--- src/rtl/mem_req_pkg.sv ---
`default_nettype none

package mem_req_pkg;

    // ############################################################
    // words and request kinds
    // ############################################################

    typedef logic [31:0] word_t;

    typedef enum logic [1:0] {
        REQ_FETCH = 2'd0,
        REQ_LOAD  = 2'd1,
        REQ_STORE = 2'd2
    } req_kind_t;

    // ############################################################
    // memory geometry and timing
    // ############################################################

    localparam int MEM_WORDS   = 256;
    localparam int MEM_IDX_W   = $clog2(MEM_WORDS);
    localparam int ADDR_LSB    = 2;                         // byte addresses are word aligned
    localparam int MEM_LATENCY = 2;                         // accept to response with hold low
    localparam int MEM_CREDITS = 2;                         // requests the memory can buffer
    localparam int CREDIT_W    = $clog2(MEM_CREDITS + 1);

    // ############################################################
    // fixed data words
    // ############################################################

    localparam word_t BUBBLE_WORD  = 32'h0000_0000;         // no-op shown to the cpu while frozen
    localparam word_t INVALID_WORD = 32'hBAD1_BAD1;         // read beyond the last word
    localparam word_t INIT_XOR     = 32'h5a5a_0000;         // word i starts as i xor this

endpackage

`default_nettype wire

--- src/rtl/mem_request_unit.sv ---
`timescale 1ns/1ps
`default_nettype none

module mem_request_unit
    import mem_req_pkg::*;
(
    input  logic      clk,
    input  logic      rst,
    input  word_t     pc,
    input  logic      branch_taken,
    input  word_t     branch_target,
    input  logic      mem_read,
    input  logic      mem_write,
    input  word_t     mem_address,
    input  word_t     store_data,
    input  logic      req_accept,
    input  logic      rsp_valid,
    input  req_kind_t rsp_kind,
    input  word_t     rsp_data,
    output logic      req_valid,
    output req_kind_t req_kind,
    output word_t     req_addr,
    output word_t     req_wdata,
    output word_t     instruction,
    output word_t     load_data,
    output logic      freeze
);

    typedef enum logic [2:0] {
        ST_IDLE,
        ST_DATA_REQ,
        ST_DATA_WAIT,
        ST_FETCH_REQ,
        ST_FETCH_WAIT
    } state_t;

    state_t state;
    state_t state_next;
    logic   data_done;                                      // data access of this step is finished
    logic   data_access;
    logic   fetch_done;
    word_t  fetch_addr;
    word_t  load_q;

    assign data_access = mem_read || mem_write;
    assign fetch_addr  = branch_taken ? branch_target : pc;
    assign fetch_done  = (state == ST_FETCH_WAIT) && rsp_valid && (rsp_kind == REQ_FETCH);

    // the step ends in the cycle the fetched word comes back
    assign freeze      = !fetch_done;
    assign instruction = fetch_done ? rsp_data : BUBBLE_WORD;
    assign load_data   = load_q;

    // ############################################################
    // step sequencing
    // ############################################################

    always_comb begin
        state_next = state;
        case (state)
            ST_IDLE: begin
                if (data_access && !data_done) begin
                    state_next = ST_DATA_REQ;               // data goes ahead of the fetch
                end
                else begin
                    state_next = ST_FETCH_REQ;
                end
            end
            ST_DATA_REQ: begin
                if (req_accept) begin
                    state_next = ST_DATA_WAIT;
                end
            end
            ST_DATA_WAIT: begin
                if (rsp_valid) begin
                    state_next = ST_IDLE;                   // decide again, now with data_done set
                end
            end
            ST_FETCH_REQ: begin
                if (req_accept) begin
                    state_next = ST_FETCH_WAIT;
                end
            end
            ST_FETCH_WAIT: begin
                if (fetch_done) begin
                    state_next = ST_IDLE;
                end
            end
            default: state_next = ST_IDLE;
        endcase
    end

    always_comb begin
        req_valid = (state == ST_DATA_REQ) || (state == ST_FETCH_REQ);
        if (state == ST_DATA_REQ) begin
            req_kind = mem_write ? REQ_STORE : REQ_LOAD;
            req_addr = mem_address;
        end
        else begin
            req_kind = REQ_FETCH;
            req_addr = fetch_addr;
        end
        req_wdata = store_data;                             // only looked at for stores
    end

    always_ff @(posedge clk or posedge rst) begin
        if (rst) begin
            state     <= ST_IDLE;
            data_done <= 1'b0;
            load_q    <= BUBBLE_WORD;
        end
        else begin
            state <= state_next;
            if ((state == ST_DATA_WAIT) && rsp_valid) begin
                data_done <= 1'b1;
                if (rsp_kind == REQ_LOAD) begin
                    load_q <= rsp_data;
                end
            end
            if (fetch_done) begin
                data_done <= 1'b0;                          // next step may access data again
            end
        end
    end

    assert property (@(posedge clk) disable iff (rst) !(mem_read && mem_write))
        else $error("mem_read and mem_write both high");

    // the bus unit tags responses in order, so a fetch wait only ever sees a fetch
    assert property (@(posedge clk) disable iff (rst)
        ((state == ST_FETCH_WAIT) && rsp_valid) |-> (rsp_kind == REQ_FETCH))
        else $error("response kind does not match the pending fetch");

endmodule

`default_nettype wire

--- config.mk ---
export PLATFORM = sky130hd
export DESIGN_NAME = mem_request_unit
export DESIGN_NICKNAME = d
export VERILOG_FILES = /design/src/rtl/mem_req_pkg.sv /design/src/rtl/mem_request_unit.sv
export SDC_FILE = /design/constraint.sdc
export NUM_CORES = 1
export LEC_CHECK = 0
export ABC_AREA = 0
export BUFFER_PORTS_ARGS = -buffer_cell sky130_fd_sc_hd__buf_4
export CAP_MARGIN = 30
export CORE_AREA = 2 2 117 119
export CTS_CLUSTER_SIZE = 12
export DETAILED_ROUTE_END_ITERATION = 12
export DIE_AREA = 0 0 119 121
export GPL_TIMING_DRIVEN = 0
export SETUP_SLACK_MARGIN = 0.15
export SYNTH_ARGS = -nofsm -noshare
export SYNTH_HDL_FRONTEND = slang
export SYNTH_SLANG_ARGS = --single-unit
--- constraint.sdc ---
create_clock -name clk -period 1.94 [get_ports clk]
set_input_delay 0.291 -clock clk [delete_from_list [all_inputs] [get_ports clk]]
set_output_delay 0.291 -clock clk [all_outputs]
set_load 0.01 [all_outputs]
==> metrics.yaml <==
ir_drop_mv: 0.5310
grt_overflow: 0
cts_sinks: 36
cp_max_fo: 10
clkSlewWorstSetupHoldPaths_ns: 0.07
startpoint: "state[1]"
top_usage_layer: "met2"
r2r_start: "state[0]"
synth_warnings: 0
setup_ws_ns: -0.1148
hpwlAfterDp_um: 9621
antenna_found_initial: 0
crit_required_ns: 1.65
fmax_mhz: 486.7
grt_pass1_wl_um: 17210
ys_types: 23
clockBufferDepth: 2
drtIter0Drc: 98
crit_path_top_delay_cell: "or3b_4"
die_w_um: 119
ys_seq_elements: 36
drive_gt1_frac: 0.7446
rows: 42
p_leak_nw: 2.807
routed_wirelength_um: 11920
grt_use_total: 0.1511
grt_pass1_vias: 3170
remaining_drc_errors: 0
use_met3: 0.04605
die_area_sq_mm: 0.01440
avgSynthCellArea_sq_um: 9.441
hold_class: "primary input to async pin"
fin_crit_sh: 1.059
h-tree-depth: 2
violations: "setup timing"
firstDrtPassIters: 4
rsz0062_at_grt: "yes"
place_area_sq_mm: 0.004802
clk_latency_ns: 0.28
portBuffers: 267
cts_made_buffers: 5
synth-edff-count: 0
place.detailed.instances: 716
final_util: 0.4139
yosysSeqAreaShare: 0.3495
dr_total_vias: 3070
reg2reg_slack_ns: 0.27
crit_top_cell: "buf_6"
syn2layout_area_growth_pct: 110.1
maxSlewHeadroom: 0.4695
wl_per_cell_um: 16.19
netlist_instances: 273
core_area_sq_mm: 0.01309
start_kind: "flop"
synth_ff_type: "dfrtp_1"
final_area_sq_mm: 0.005416
crit_chain: "buf_6 > or3b_4 > buf_8 > buf_6 > a21oi_1 > buf_4"
setup_tns_ns: -2.926
via_per_inst: 4.171
cap_violations: 0
drv_slew: 0
initial_core_util: 0.1970
io_pins: 301
timing.final.crit_period_ns: 2.055
worst_r2r_path_depth: 6
clock_skew_ns: 0.01039
layout.cells.non_filler: 736
status: "complete, but fails checks"
grt_start_max_net_pins: 37
syn-num-nets: 442
max_stage_delay_ns: 0.40
critPathCaptureType: "primary output"
synth_area_sq_mm: 0.002577
worst_pin_slew_ns: 0.7946
rr_endpoint: "load_data[30]"
clock-root-buffer: "clkbuf_16"
async_flop_share: 1.000
groute.layer.met2.usage: 0.2716
timing_worst_setup_path_type: "flop to primary output"
setup_viol: 50
power_density_mw_per_mm2: 1110
ant_nets: 0
die_h_um: 121
finalPower_w: 0.006012
groute.layer.met1.usage: 0.1672
fin_nets: 728
antenna_cells: 0
place_congestion: 0.8457
worstPathArrival_ns: 1.76
cts_tree: "built"
hold_viol: 0
==> per-stage QoR <==
| step | setup WS, ns | hold WS (ns) |
|---|---|---|
| 3_3_place_gp | -0.3922 | 0.4774 |
| 3_5_place_dp | -0.3925 | 0.4868 |
| 4_1_cts | -0.1534 | 0.1897 |
| 2_1_floorplan | 0.2584 | 0.3861 |
| 5_1_grt | -0.2098 | 0.2311 |
| 6_report | -0.1148 | 0.1632 |
==> synthesized netlist by cell type (2+ instances only) <==
cell       n  area share
nor2_1    37       0.054
a21oi_1   36       0.070
dfrtp_1   36        0.35
buf_4     33       0.096
and2_1    32       0.078
mux2i_1   32        0.12
mux2_2    29        0.13
buf_2     10       0.019
buf_6      4       0.017
clkbuf_1   3      0.0044
inv_1      3      0.0044
mux2_1     3       0.013
nor2b_1    3      0.0073
a211oi_1   2      0.0058
nand2b_1   2      0.0049
==> registers in the layout, summed over array words and instances (netlist names) <==
name       flops
state          3
load_data     32
data_done      1
==> cell type report <==
| type | count | area [sq um] |
|---|---|---|
| tap | 176 | 220.2 |
| timing repair buffer | 279 | 2161 |
| buffer | 50 | 414.1 |
| fill | 1288 | 7669 |
| clock buffer | 5 | 125.1 |
| inverter | 3 | 11.26 |
| sequential | 36 | 903.4 |
| clock inverter | 3 | 21.27 |
| multi-input combinational | 184 | 1560 |
==> worst max-delay path: cells and delay by family (launching register included) <==
family                 cells  cell delay (ns)
buffers and inverters      4             0.59
AND/OR/NAND/NOR            1             0.40
flip-flops                 1             0.37
AO/OA/AOI/OAI              1             0.14
==> metal layers <==
layer | routed length, um | part of all wire
met5 | 0 | 0
met2 | 6011 | 0.50
met3 | 1033 | 0.087
met4 | 461 | 0.039
met1 | 4413 | 0.37
==> report_power, final <==
group	switching [W]	total (W)	internal, W
registers	0.000190	0.00128	0.00109
clock network	0.000329	0.000807	0.000478
logic	0.00187	0.00393	0.00206
total	0.00239	0.00601	0.00363
==> layout by cell type (no fill, tap or decap), drive strengths merged, types with 3 or more instances in the layout <==
cell	count
inv	4
buf	325
dfrtp	36
a21oi	36
nor2b	3
and2	32
mux2	32
clkbuf	9
mux2i	32
nor2	37
==> how the worst max path moves through the flow <==
stage	end	slack, ns	cells after the start
6_report	req_addr[21]	-0.11	6
5_1_grt	req_addr[21]	-0.21	6
4_1_cts	req_addr[27]	-0.15	7
3_5_place_dp	instruction[12]	-0.39	5
3_3_place_gp	instruction[15]	-0.39	5
2_1_floorplan	req_addr[10]	0.26	5
==> cells by family after synthesis <==
logic type	share of synthesized area
flip-flops	0.3495
multiplexers	0.2641
XOR/XNOR	0.003399
AO/OA/AOI/OAI	0.08544
AND/OR/NAND/NOR	0.1558
buffers and inverters	0.1417
==> what timing repair did <==
action | in CTS | in global routing
gates resized for setup | 71 | 25
hold buffers | 0 | 0
cloned | 0 | 2
setup buffers | 5 | 5
endpoints found under the setup margin | 68 | 79
pin swaps | 4 | 4
No activity file was read; power rests on OpenSTA's default activity.
