===== config.mk =====
export PLATFORM = sky130hd
export DESIGN_NAME = mem_bus_unit
export DESIGN_NICKNAME = d
export VERILOG_FILES = /design/src/rtl/mem_req_pkg.sv /design/src/rtl/credit_queue.sv /design/src/rtl/mem_bus_unit.sv
export SDC_FILE = /design/constraint.sdc
export NUM_CORES = 1
export LEC_CHECK = 0
export BUFFER_PORTS_ARGS = -buffer_cell sky130_fd_sc_hd__buf_2
export CORE_AREA = 2 2 81 83
export CTS_CLUSTER_SIZE = 24
export DETAILED_ROUTE_END_ITERATION = 10
export DIE_AREA = 0 0 83 85
export GPL_TIMING_DRIVEN = 0
export HOLD_SLACK_MARGIN = 0.1
export PLACE_DENSITY_LB_ADDON = 0.1
export SKIP_CTS_REPAIR_TIMING = 1
export SYNTH_ARGS = -nofsm -noshare
export SYNTH_HDL_FRONTEND = slang
export SYNTH_SLANG_ARGS = --single-unit

===== constraint.sdc =====
create_clock -name clk -period 1.25 [get_ports clk]
set_input_delay 0.125 -clock clk [delete_from_list [all_inputs] [get_ports clk]]
set_output_delay 0.125 -clock clk [all_outputs]
set_load 0.05 [all_outputs]

===== src/rtl/mem_req_pkg.sv =====
`default_nettype none

package mem_req_pkg;

    // ############################################################
    // words and request kinds
    // ############################################################

    typedef logic [31:0] word_t;

    typedef enum logic [1:0] {
        REQ_FETCH = 2'd0,
        REQ_LOAD  = 2'd1,
        REQ_STORE = 2'd2
    } req_kind_t;

    // ############################################################
    // memory geometry and timing
    // ############################################################

    localparam int MEM_WORDS   = 256;
    localparam int MEM_IDX_W   = $clog2(MEM_WORDS);
    localparam int ADDR_LSB    = 2;                         // byte addresses are word aligned
    localparam int MEM_LATENCY = 2;                         // accept to response with hold low
    localparam int MEM_CREDITS = 2;                         // requests the memory can buffer
    localparam int CREDIT_W    = $clog2(MEM_CREDITS + 1);

    // ############################################################
    // fixed data words
    // ############################################################

    localparam word_t BUBBLE_WORD  = 32'h0000_0000;         // no-op shown to the cpu while frozen
    localparam word_t INVALID_WORD = 32'hBAD1_BAD1;         // read beyond the last word
    localparam word_t INIT_XOR     = 32'h5a5a_0000;         // word i starts as i xor this

endpackage

`default_nettype wire


===== src/rtl/credit_queue.sv =====
`timescale 1ns/1ps
`default_nettype none

module credit_queue #(
    parameter type item_t = logic,
    parameter int  DEPTH  = 2
) (
    input  logic  clk,
    input  logic  rst,
    input  logic  push,
    input  item_t push_item,
    input  logic  pop,
    output item_t pop_item,
    output logic  empty,
    output logic  full
);

    localparam int PTR_W = (DEPTH > 1) ? $clog2(DEPTH) : 1;
    localparam int CNT_W = $clog2(DEPTH + 1);

    item_t            slots [DEPTH];
    logic [PTR_W-1:0] wr_ptr;
    logic [PTR_W-1:0] rd_ptr;
    logic [CNT_W-1:0] count;

    function automatic logic [PTR_W-1:0] next_ptr(input logic [PTR_W-1:0] ptr);
        if (ptr == PTR_W'(DEPTH - 1)) begin
            return '0;
        end
        else begin
            return ptr + 1'b1;
        end
    endfunction

    assign pop_item = slots[rd_ptr];                        // head is visible before the pop
    assign empty    = (count == '0);
    assign full     = (count == CNT_W'(DEPTH));

    always_ff @(posedge clk or posedge rst) begin
        if (rst) begin
            wr_ptr <= '0;
            rd_ptr <= '0;
            count  <= '0;
        end
        else begin
            if (push) begin
                wr_ptr <= next_ptr(wr_ptr);
            end
            if (pop) begin
                rd_ptr <= next_ptr(rd_ptr);
            end
            case ({push, pop})
                2'b10:   count <= count + 1'b1;
                2'b01:   count <= count - 1'b1;
                default: count <= count;
            endcase
        end
    end

    always_ff @(posedge clk) begin
        if (push) begin
            slots[wr_ptr] <= push_item;
        end
    end

    // the credit scheme upstream has to keep the queue within its depth
    assert property (@(posedge clk) disable iff (rst) push |-> !full)
        else $error("credit_queue push while full");

    assert property (@(posedge clk) disable iff (rst) pop |-> !empty)
        else $error("credit_queue pop while empty");

endmodule

`default_nettype wire


===== src/rtl/mem_bus_unit.sv =====
`timescale 1ns/1ps
`default_nettype none

module mem_bus_unit
    import mem_req_pkg::*;
(
    input  logic      clk,
    input  logic      rst,
    input  logic      req_valid,
    input  req_kind_t req_kind,
    input  word_t     req_addr,
    input  word_t     req_wdata,
    input  logic      credit_return,
    input  logic      mem_rsp_valid,
    input  word_t     mem_rsp_data,
    output logic      req_accept,
    output logic      rsp_valid,
    output req_kind_t rsp_kind,
    output word_t     rsp_data,
    output logic      mem_valid,
    output req_kind_t mem_kind,
    output word_t     mem_addr,
    output word_t     mem_wdata
);

    logic [CREDIT_W-1:0] credits;                           // free slots left in the memory
    logic                kind_empty;

    // ############################################################
    // request side
    // ############################################################

    assign req_accept = req_valid && (credits != '0);
    assign mem_valid  = req_accept;
    assign mem_kind   = req_kind;
    assign mem_addr   = req_addr;
    assign mem_wdata  = req_wdata;

    always_ff @(posedge clk or posedge rst) begin
        if (rst) begin
            credits <= CREDIT_W'(MEM_CREDITS);
        end
        else begin
            case ({req_accept, credit_return})
                2'b10:   credits <= credits - 1'b1;
                2'b01:   credits <= credits + 1'b1;
                default: credits <= credits;        // spend and return cancel out
            endcase
        end
    end

    // ############################################################
    // response side
    // ############################################################

    // responses come back in order, so the oldest kind belongs to this response
    credit_queue #(
        .item_t (req_kind_t),
        .DEPTH  (MEM_CREDITS)
    ) u_kind_queue (
        .clk       (clk),
        .rst       (rst),
        .push      (req_accept),
        .push_item (req_kind),
        .pop       (mem_rsp_valid),
        .pop_item  (rsp_kind),
        .empty     (kind_empty),
        .full      ()
    );

    assign rsp_valid = mem_rsp_valid;
    assign rsp_data  = mem_rsp_data;

    assert property (@(posedge clk) disable iff (rst) credits <= CREDIT_W'(MEM_CREDITS))
        else $error("credit count above the memory buffer size");

    assert property (@(posedge clk) disable iff (rst) mem_rsp_valid |-> !kind_empty)
        else $error("memory response with no request outstanding");

endmodule

`default_nettype wire


==> results of run 1 <==
-- logic make-up after synthesis --
logic type / synth area share (%)
compound gates: 0.808
xor+xnor: 4.04
fa+ha+maj: 1.15
buf+inv: 70.0
flops: 20.4
mux: 2.08
simple gates: 1.50
-- registers in the layout (all words and copies together) (netlist names) --
signal,cells
u_kind_queue.slots,4
credits,2
u_kind_queue.rd_ptr,1
u_kind_queue.wr_ptr,1
-- area by class of cell --
| type | count | area share (%) |
|---|---|---|
| Tap cell | 77 | 5.12 |
| Sequential cell | 8 | 11.8 |
| Buffer | 100 | 40.1 |
| Clock buffer | 4 | 2.40 |
| Inverter | 2 | 0.532 |
| Timing Repair Buffer | 115 | 33.0 |
| Multi-Input combinational cell | 12 | 6.99 |
-- worst register-to-register path, cell delays in order (launching register included) --
cell and delay, ns:
dfstp_2 0.55, o21ai_4 0.10, ha_4 0.16, xor2_1 0.13, nor2_1 0.12, xor2_1 0.15
-- cell usage in the layout (no fill, tap or decap), drive strengths merged --
| cell | count |
|---|---|
| nor2 | 2 |
| clkbuf | 5 |
| o21ai | 1 |
| xor2 | 3 |
| dfrtp | 3 |
| ha | 1 |
| mux2 | 2 |
| dfstp | 1 |
| edfxtp | 4 |
| inv | 2 |
| xnor2 | 2 |
| buf | 212 |
| dlygate4sd3 | 2 |
| and2 | 1 |
-- Yosys cell counts (all sizes together) --
cell type  number
buf           100
edfxtp          4
dfrtp           3
xor2            3
inv             2
mux2            2
nor2            2
xnor2           2
and2            1
dfstp           1
ha              1
o21ai           1
-- power by group through the flow --
stage	Combinational, µW	Clock, µW	Sequential, µW
2_1_floorplan	1260	0	474
3_3_place_gp	1490	0	493
3_5_place_dp	1490	0	488
4_1_cts	1490	340	487
5_1_grt	1750	364	501
6_report	1680	329	488
-- metrics by stage --
step                      instances  total power (µW)  setup TNS (ns)  setup WS, ns  hold WS (ns)
after floorplan                 122              1730               0       0.00822        -0.110
after global placement          308              1990         -0.0574       -0.0574        0.0179
after detailed placement        308              1980         -0.0690       -0.0690        0.0266
after CTS                       312              2320          -0.482        -0.206        -0.224
after global routing            318              2620          -0.351        -0.124         0.107
final                           318              2500          -0.149       -0.0699        0.0997
-- per-layer routing --
| layer | GRT usage, % | part of all wire, % | vias to the layer above |
|---|---|---|---|
| met5 | 0 | 0 | - |
| met4 | 0.894 | 0 | 0 |
| met3 | 3.21 | 13 | 0 |
| met2 | 14.4 | 60 | 94 |
| met1 | 6.54 | 27 | 431 |
| li1 | - | - | 511 |
-- final timing paths --
path                                        to  depth (start not counted)  slack, ns
max in group asynchronous           credits[1]                          3       0.69
hold reg to reg            u_kind_queue.wr_ptr                          1       0.50
setup / recovery                    req_accept                          4      -0.07
hold / removal             u_kind_queue.rd_ptr                          2        0.1
setup reg to reg                    credits[1]                          5      -0.03
min in group asynchronous  u_kind_queue.rd_ptr                          3       0.32
==> run_results.csv, run 1 <==
group,metric,value,unit
setup_path,endpoint_kind,"output pin",
clock_network,clkSlewWorstSetupHoldPaths,0.04,ns
power_and_ir_drop,internal-power,1280,µW
synthesis,synth.avg_cell_area,8.88,µm²
timing,final_min_period_over_clock_period,106,%
grt,grt.total_usage,7.08,%
die,io-pin-count,206,
clock_network,clock_sinks,8,
setup_path,crit_chain,"o21ai_4 -> inv_4 -> buf_6 -> buf_8",
layout,multiInputGateArea,131,µm²
timing,timing_max_transition_violations_final,0,
setup_path,critical_path.n_buffers_inverters,3,
die,row_count,29,
layout,syn_to_final_growth,73.6,%
setup_path,setup.worst_path.class,"reg2out",
setup_path,crit_path_max_incr_delay,0.42,ns
timing,tightest_slew,0.265,ns
timing,final.setup.worst_slack,-0.0699,ns
grt,first_global_vias,811,
synthesis,synthesis.nets,226,
synthesis,synth_top_cells_by_area,"buf_4 69%, edfxtp_1 11%, dfrtp_1 6.9%, dfstp_2 2.4%, xor2_1 2.4%",
layout,seqCellArea,223,µm²
timing,finalSetupViolCount,3,
timing,timing.clock.skew,0.00433,ns
synthesis,synth.distinct_cells,13,
power_and_ir_drop,power.switching,1220,µW
layout,post-route-util,30.3,%
drt,dr.first_iter.drc_count,3,
drt,via_count,1036,
grt,wire_length_of_the_first_global_routing_pass,4010,µm
timing,max_clock_freq,0.758,GHz
power_and_ir_drop,power_frac_seq,19.6,%
timing,grt_setup_unrepaired,"yes",
power_and_ir_drop,static-leakage-power,0.00112,µW
clock_network,cts_root_buffer,"clkbuf_8",
drt,detail_route.wl_per_cell,9.28,µm
layout,drive_gt1_share,92.9,%
hold_path,min_path_type,"in2reg",
timing,hold_viol_final,0,
setup_path,cp_data_required_time,1.12,ns
layout,fillerInstances,672,
synthesis,synth.ff_latch_count,8,
synthesis,synth-seq-area-share,20.4,%
power_and_ir_drop,p_per_area,1330,nW/µm²
layout,fin_area,1880,µm²
die,placeable_core_area,6200,µm²
power_and_ir_drop,power.share.combinational,67.3,%
setup_path,setup.worst_path.start_class,"flip-flop",
clock_network,ctsHtreeMaxLevel,1,
power_and_ir_drop,vdd.ir_drop.worst,977,µV
place,gp_congestion,0.634,
timing,timing.final.crit_period,1.32,ns
grt,remaining_global_route_overflow,0,
synthesis,count_of_synthesis_stage_warnings_from_yosys,0,
clock_network,clock_latency,0.23,ns
die,fp.dieH,85,µm
flow_run,drv_cap,0,
die,die-width,83,µm
die,initial_utilization,17.5,%
setup_path,worstPathMaxFanout,4,
status,failing_checks,"setup timing",
status,status,"complete, but fails checks",
layout,nNetsFinal,346,
layout,diodes,0,
drt,firstDrtPassIters,2,
setup_path,worstReg2RegStart,"credits[1]",
power_and_ir_drop,netSwitchingFraction,48.9,%
drt,vias_per_cell,3.26,
drt,antenna_violating_nets_post_route,0,
clock_network,clk_path_buf_depth,2,
grt,antenna_violations_before_repair,0,
timing,maxSlewHeadroom,82.5,%
drt,drcViolationCount,0,
clock_network,cts_tree,"done",
die,die_outline_area,7060,µm²
place,portbufs,109,
place,detailed_place.area,1750,µm²
synthesis,yosys.area.top_type_share,69.3,%
setup_path,critical_path_arrival,1.19,ns
drt,postRouteWirelength,2950,µm
synthesis,syn_inst,122,
place,dp.final_hpwl,2750,µm
setup_path,critical-path-slowest-cell,"dfrtp_2",
grt,grt_max_degree,6,
setup_path,timing.critical_path.from,"credits[0]",
setup_path,critical-path-top-delay-family,"flip-flops",
synthesis,synthDominantAreaCellType,"buf_4",
power_and_ir_drop,power.clock.fraction,13.2,%
synthesis,mappedNetlistArea,1080,µm²
hold_path,timing.hold.worst.start,"mem_rsp_valid",
clock_network,cts_inserted_buffers,3,
Power figures use the tool's default switching activity.
==> run 2: changes to the inputs <==
--- a/config.mk
+++ b/config.mk
@@ -6,6 +6,7 @@
 export NUM_CORES = 1
 export LEC_CHECK = 0
 export BUFFER_PORTS_ARGS = -buffer_cell sky130_fd_sc_hd__buf_2
+export CAP_MARGIN = 5
 export CORE_AREA = 2 2 81 83
 export CTS_CLUSTER_SIZE = 24
 export DETAILED_ROUTE_END_ITERATION = 10
@@ -13,7 +14,6 @@
 export GPL_TIMING_DRIVEN = 0
 export HOLD_SLACK_MARGIN = 0.1
 export PLACE_DENSITY_LB_ADDON = 0.1
-export SKIP_CTS_REPAIR_TIMING = 1
 export SYNTH_ARGS = -nofsm -noshare
 export SYNTH_HDL_FRONTEND = slang
 export SYNTH_SLANG_ARGS = --single-unit
==> run 2 against run 1 <==
Net effect: the flow still finishes with violations (setup timing); power is essentially flat; clock power grew 2%; fmax rose by 2.2%; critical path depth unchanged; worst hold slack improved by 0.0050 ns; register-to-register slack barely moved; worst setup slack gained 0.028 ns; critical path type unchanged; die area did not move; largest cell class unchanged; flip-flop and latch count stayed put; critical endpoint unchanged.
==> run_results.csv, run 2 (synthesis gave the netlist of run 1 again) <==
group,metric,value,unit
setup_path,timing.reg2reg.setup_slack,-0.02,ns
timing,grt_setup_unrepaired,"yes",
status,failing_checks,"setup timing",
power_and_ir_drop,vdd.ir_drop.worst,920,µV
layout,reg.largest.list,"u_kind_queue.slots (4), credits (2)",
power_and_ir_drop,power.share.combinational,67.1,%
clock_network,clk_path_buf_depth,2,
place,detailed_place.area,1750,µm²
layout,diodes,0,
clock_network,clock_sinks,8,
clock_network,cts_tree,"done",
setup_path,crit_chain,"o21ai_4 -> inv_4 -> buf_6 -> buf_8",
power_and_ir_drop,netSwitchingFraction,49.4,%
flow_run,drv_cap,0,
layout,fillerInstances,671,
timing,max_clock_freq,0.774,GHz
power_and_ir_drop,power.switching,1230,µW
setup_path,critical_path.n_buffers_inverters,3,
layout,post-route-util,30.5,%
layout,commonest_non_fill_non_tap_cells_in_the_layout,"104 x buf_4, 104 x buf_2, 4 x edfxtp_1",
clock_network,cts_inserted_buffers,3,
timing,final.setup.worst_slack,-0.0416,ns
timing,timing.clock.skew,0.00223,ns
timing,timing.hold.ws,0.105,ns
layout,seqCellArea,221,µm²
timing,hold_viol_final,0,
layout,syn_to_final_growth,74.6,%
die,row_count,29,
drt,antenna_violating_nets_post_route,0,
die,initial_utilization,17.5,%
timing,timing.final.crit_period,1.29,ns
setup_path,critical_path_arrival,1.17,ns
clock_network,cts_root_buffer,"clkbuf_8",
place,portbufs,109,
drt,detail_route.wl_per_cell,9.22,µm
setup_path,worstPathMaxFanout,3,
die,die_outline_area,7060,µm²
place,gp_congestion,0.634,
power_and_ir_drop,total_power,2500,µW
setup_path,critical-path-slowest-cell,"dfstp_2",
setup_path,crit_path_max_incr_delay,0.55,ns
layout,register_with_the_highest_flop_count,"u_kind_queue.slots",
grt,grt_util_met1,6.66,%
drt,dr.first_iter.drc_count,6,
drt,drcViolationCount,0,
drt,firstDrtPassIters,3,
timing,finalSetupViolCount,3,
layout,nNetsFinal,346,
die,die-width,83,µm
power_and_ir_drop,static-leakage-power,0.00112,µW
power_and_ir_drop,power_frac_seq,19.5,%
layout,fin_area,1890,µm²
clock_network,ctsHtreeMaxLevel,1,
setup_path,setup.worst_path.start_class,"flip-flop",
grt,grtUsageMet2,14.7,%
drt,postRouteWirelength,2930,µm
grt,wire_length_of_the_first_global_routing_pass,4080,µm
layout,max_ffs_per_register,4,
grt,first_global_vias,829,
power_and_ir_drop,power.clock.fraction,13.3,%
setup_path,cp_data_required_time,1.12,ns
layout,drive_gt1_share,92.5,%
place,dp.final_hpwl,2750,µm
setup_path,setup.worst_path.class,"reg2out",
grt,grt.total_usage,7.16,%
die,io-pin-count,206,
timing,tightest_slew,0.265,ns
die,placeable_core_area,6200,µm²
drt,vias_per_cell,3.23,
timing,finalSetupTns,-0.0759,ns
hold_path,min_path_type,"in2reg",
grt,grt.met3_usage,3.11,%
clock_network,clkSlewWorstSetupHoldPaths,0.04,ns
grt,remaining_global_route_overflow,0,
grt,grt_max_degree,6,
drt,via_count,1028,
setup_path,critical-path-top-delay-family,"flip-flops",
status,status,"complete, but fails checks",
grt,global_route.peak_usage_layer,"met2",
layout,multiInputGateArea,139,µm²
grt,antenna_violations_before_repair,0,
power_and_ir_drop,p_per_area,1320,nW/µm²
die,fp.dieH,85,µm
timing,maxSlewHeadroom,82.5,%
setup_path,endpoint_kind,"output pin",
timing,timing_max_transition_violations_final,0,
power_and_ir_drop,internal-power,1270,µW
timing,final_min_period_over_clock_period,103,%
clock_network,clock_latency,0.23,ns
## run 2: cell types whose count changed in the layout (fill, tap and decap cells not counted), sizes merged
cell,change
clkbuf,-1
dlygate4sd3,+1
## run 2: worst paths after layout
check,from,end,cells past startpoint
hold reg to reg,u_kind_queue.rd_ptr,u_kind_queue.rd_ptr,1
hold / removal,req_kind[1],u_kind_queue.slots[1][1],1
setup reg to reg,credits[1],credits[1],5
max in group asynchronous,rst,credits[1],3
min in group asynchronous,rst,u_kind_queue.rd_ptr,3
setup / recovery,credits[1],req_accept,4
## run 2: worst register-to-register path, delay by kind of cell (launching register included)
| family | cells | cell delay [ns] |
|---|---|---|
| compound gates | 1 | 0.09 |
| xor+xnor | 2 | 0.28 |
| fa+ha+maj | 1 | 0.16 |
| flops | 1 | 0.55 |
| simple gates | 1 | 0.12 |
## run 2: per-stage QoR
step                      setup slack [ns]  cells
after floorplan                    0.00822    122
after global placement             -0.0574    308
after detailed placement           -0.0690    308
after CTS                          -0.0479    317
after global routing               -0.0997    318
final                              -0.0416    318
## run 2: power groups by stage
stage	clock, µW	sequential, µW	combinational, µW
global route	368	503	1750
global placement	0	493	1490
detailed placement	0	488	1490
floorplan	0	474	1260
finish	334	487	1680
CTS	340	483	1680
## run 2: layout make-up
class | count | area share, %
Clock buffer | 4 | 2.38
Multi-Input combinational cell | 12 | 7.34
Timing Repair Buffer | 115 | 33.1
Sequential cell | 8 | 11.7
Inverter | 2 | 0.529
Buffer | 100 | 39.9
Tap cell | 77 | 5.09
## run 2: routing by layer
layer / part of all wire [%] / up-vias
met5: 0 / -
met4: 0 / 0
met3: 14 / 0
met2: 60 / 94
met1: 27 / 424
li1: - / 510
## run 2: repair_timing
action                                  in CTS  in global routing
hold buffers                                 2                  1
endpoints found under the setup margin       5                  8
endpoints found under the hold margin        5                  1
gates resized for setup                     12                  3
pin swaps                                    2                  0
setup buffers                                3                  0
cloned                                       0                  0
==> run 3: changes to the inputs <==
--- a/config.mk
+++ b/config.mk
@@ -13,6 +13,7 @@
 export DIE_AREA = 0 0 83 85
 export GPL_TIMING_DRIVEN = 0
 export HOLD_SLACK_MARGIN = 0.1
+export MAX_ROUTING_LAYER = met4
 export PLACE_DENSITY_LB_ADDON = 0.1
 export SYNTH_ARGS = -nofsm -noshare
 export SYNTH_HDL_FRONTEND = slang
==> run 3 against run 2 <==
Net effect: the flow still finishes with violations (setup timing); sequential power about the same; global-route usage up 0.22 points; flip-flop and latch count unchanged; non-clock buffer count unchanged; worst hold slack unchanged.
==> run_results.csv, run 3 (synthesis gave the netlist of run 1 again) <==
group,metric,value,unit
timing,timing.final.crit_period,1.29,ns
layout,diodes,0,
timing,hold_viol_final,0,
layout,fillerInstances,671,
drt,postRouteWirelength,2930,µm
drt,via_count,1028,
grt,remaining_global_route_overflow,0,
layout,register_with_the_highest_flop_count,"u_kind_queue.slots",
timing,max_clock_freq,0.774,GHz
die,placeable_core_area,6200,µm²
timing,final_min_period_over_clock_period,103,%
die,row_count,29,
setup_path,worstPathMaxFanout,3,
power_and_ir_drop,vdd.ir_drop.worst,920,µV
drt,detail_route.wl_per_cell,9.22,µm
setup_path,critical_path_arrival,1.17,ns
timing,grt_setup_unrepaired,"yes",
drt,antenna_violating_nets_post_route,0,
place,detailed_place.area,1750,µm²
timing,maxSlewHeadroom,82.5,%
status,failing_checks,"setup timing",
clock_network,clk_path_buf_depth,2,
grt,wire_length_of_the_first_global_routing_pass,4080,µm
layout,fin_area,1890,µm²
timing,tightest_slew,0.265,ns
layout,multiInputGateArea,139,µm²
clock_network,cts_root_buffer,"clkbuf_8",
layout,commonest_non_fill_non_tap_cells_in_the_layout,"104 x buf_4, 104 x buf_2, 4 x edfxtp_1",
layout,reg.largest.list,"u_kind_queue.slots (4), credits (2)",
hold_path,min_path_type,"in2reg",
grt,first_global_vias,829,
drt,firstDrtPassIters,3,
clock_network,ctsHtreeMaxLevel,1,
die,io-pin-count,206,
drt,drcViolationCount,0,
timing,finalSetupViolCount,3,
flow_run,drv_cap,0,
die,die-width,83,µm
grt,grt_max_degree,6,
power_and_ir_drop,total_power,2500,µW
layout,syn_to_final_growth,74.6,%
place,gp_congestion,0.640,
timing,timing.clock.skew,0.00223,ns
timing,timing_max_transition_violations_final,0,
grt,antenna_violations_before_repair,0,
die,fp.dieH,85,µm
setup_path,setup.worst_path.start_class,"flip-flop",
setup_path,setup.worst_path.class,"reg2out",
setup_path,endpoint_kind,"output pin",
layout,max_ffs_per_register,4,
clock_network,cts_tree,"done",
layout,nNetsFinal,346,
clock_network,clkSlewWorstSetupHoldPaths,0.04,ns
status,status,"complete, but fails checks",
die,initial_utilization,17.5,%
power_and_ir_drop,static-leakage-power,0.00112,µW
clock_network,cts_inserted_buffers,3,
clock_network,clock_latency,0.23,ns
drt,vias_per_cell,3.23,
place,portbufs,109,
clock_network,clock_sinks,8,
die,die_outline_area,7060,µm²
timing,final.setup.worst_slack,-0.0416,ns
drt,dr.first_iter.drc_count,6,
layout,seqCellArea,221,µm²
layout,drive_gt1_share,92.5,%
grt,grt.total_usage,7.37,%
power_and_ir_drop,p_per_area,1320,nW/µm²
place,dp.final_hpwl,2750,µm
setup_path,cp_data_required_time,1.12,ns
[run 3: cell counts in the layout (fill, tap and decap cells not counted)]
No cell type changed its count.
[run 3: power breakdown]
group	switching [µW]	total [µW]	internal, µW
clock	112	334	222
combinational	1030	1680	645
sequential	89.7	487	398
[run 3: path summary, 6_finish.rpt]
check | startpoint | to | slack (ns) | cells past startpoint
hold / removal | req_kind[1] | u_kind_queue.slots[1][1] | 0.10 | 1
hold reg to reg | u_kind_queue.rd_ptr | u_kind_queue.rd_ptr | 0.55 | 1
setup reg to reg | credits[1] | credits[1] | -0.02 | 5
setup / recovery | credits[1] | req_accept | -0.04 | 4
min in group asynchronous | rst | u_kind_queue.rd_ptr | 0.32 | 3
max in group asynchronous | rst | credits[1] | 0.69 | 3
[run 3: final cells by class]
class / count / area share [%]
multi-input combinational: 12 / 7.34
inverter: 2 / 0.529
buffer: 100 / 39.9
clock buffer: 4 / 2.38
timing repair buffer: 115 / 33.1
sequential: 8 / 11.7
tap: 77 / 5.09
[run 3: per-layer routing]
layer	global-route usage, %	share of wire (%)	vias up
met5	-	0	-
met1	7.07	28	424
met4	0.894	0	0
met3	2.43	12	0
li1	-	-	510
met2	14.7	60	94
[run 3: metrics by stage]
| stage | cells | hold WS [ns] | setup TNS, ns | setup WS [ns] | util, % |
|---|---|---|---|---|---|
| after global routing | 318 | 0.102 | -0.308 | -0.0997 | 30.5 |
| after global placement | 308 | 0.0179 | -0.0574 | -0.0574 | 28.2 |
| after CTS | 317 | 0.104 | -0.101 | -0.0479 | 30.2 |
| after detailed placement | 308 | 0.0266 | -0.0690 | -0.0690 | 28.2 |
| final | 318 | 0.105 | -0.0759 | -0.0416 | 30.5 |
| after floorplan | 122 | -0.110 | 0 | 0.00822 | - |
[run 3: repair_timing]
item	in CTS	in global routing
resized for setup	12	3
pin swaps	2	0
hold buffers	2	1
endpoints found under the setup margin	5	8
endpoints found under the hold margin	5	1
setup buffers	3	0
[run 3: critical path: stages (launching register included)]
cell     delay, ns
dfstp_2       0.55
o21ai_4       0.09
inv_4         0.07
buf_6         0.09
buf_8         0.13
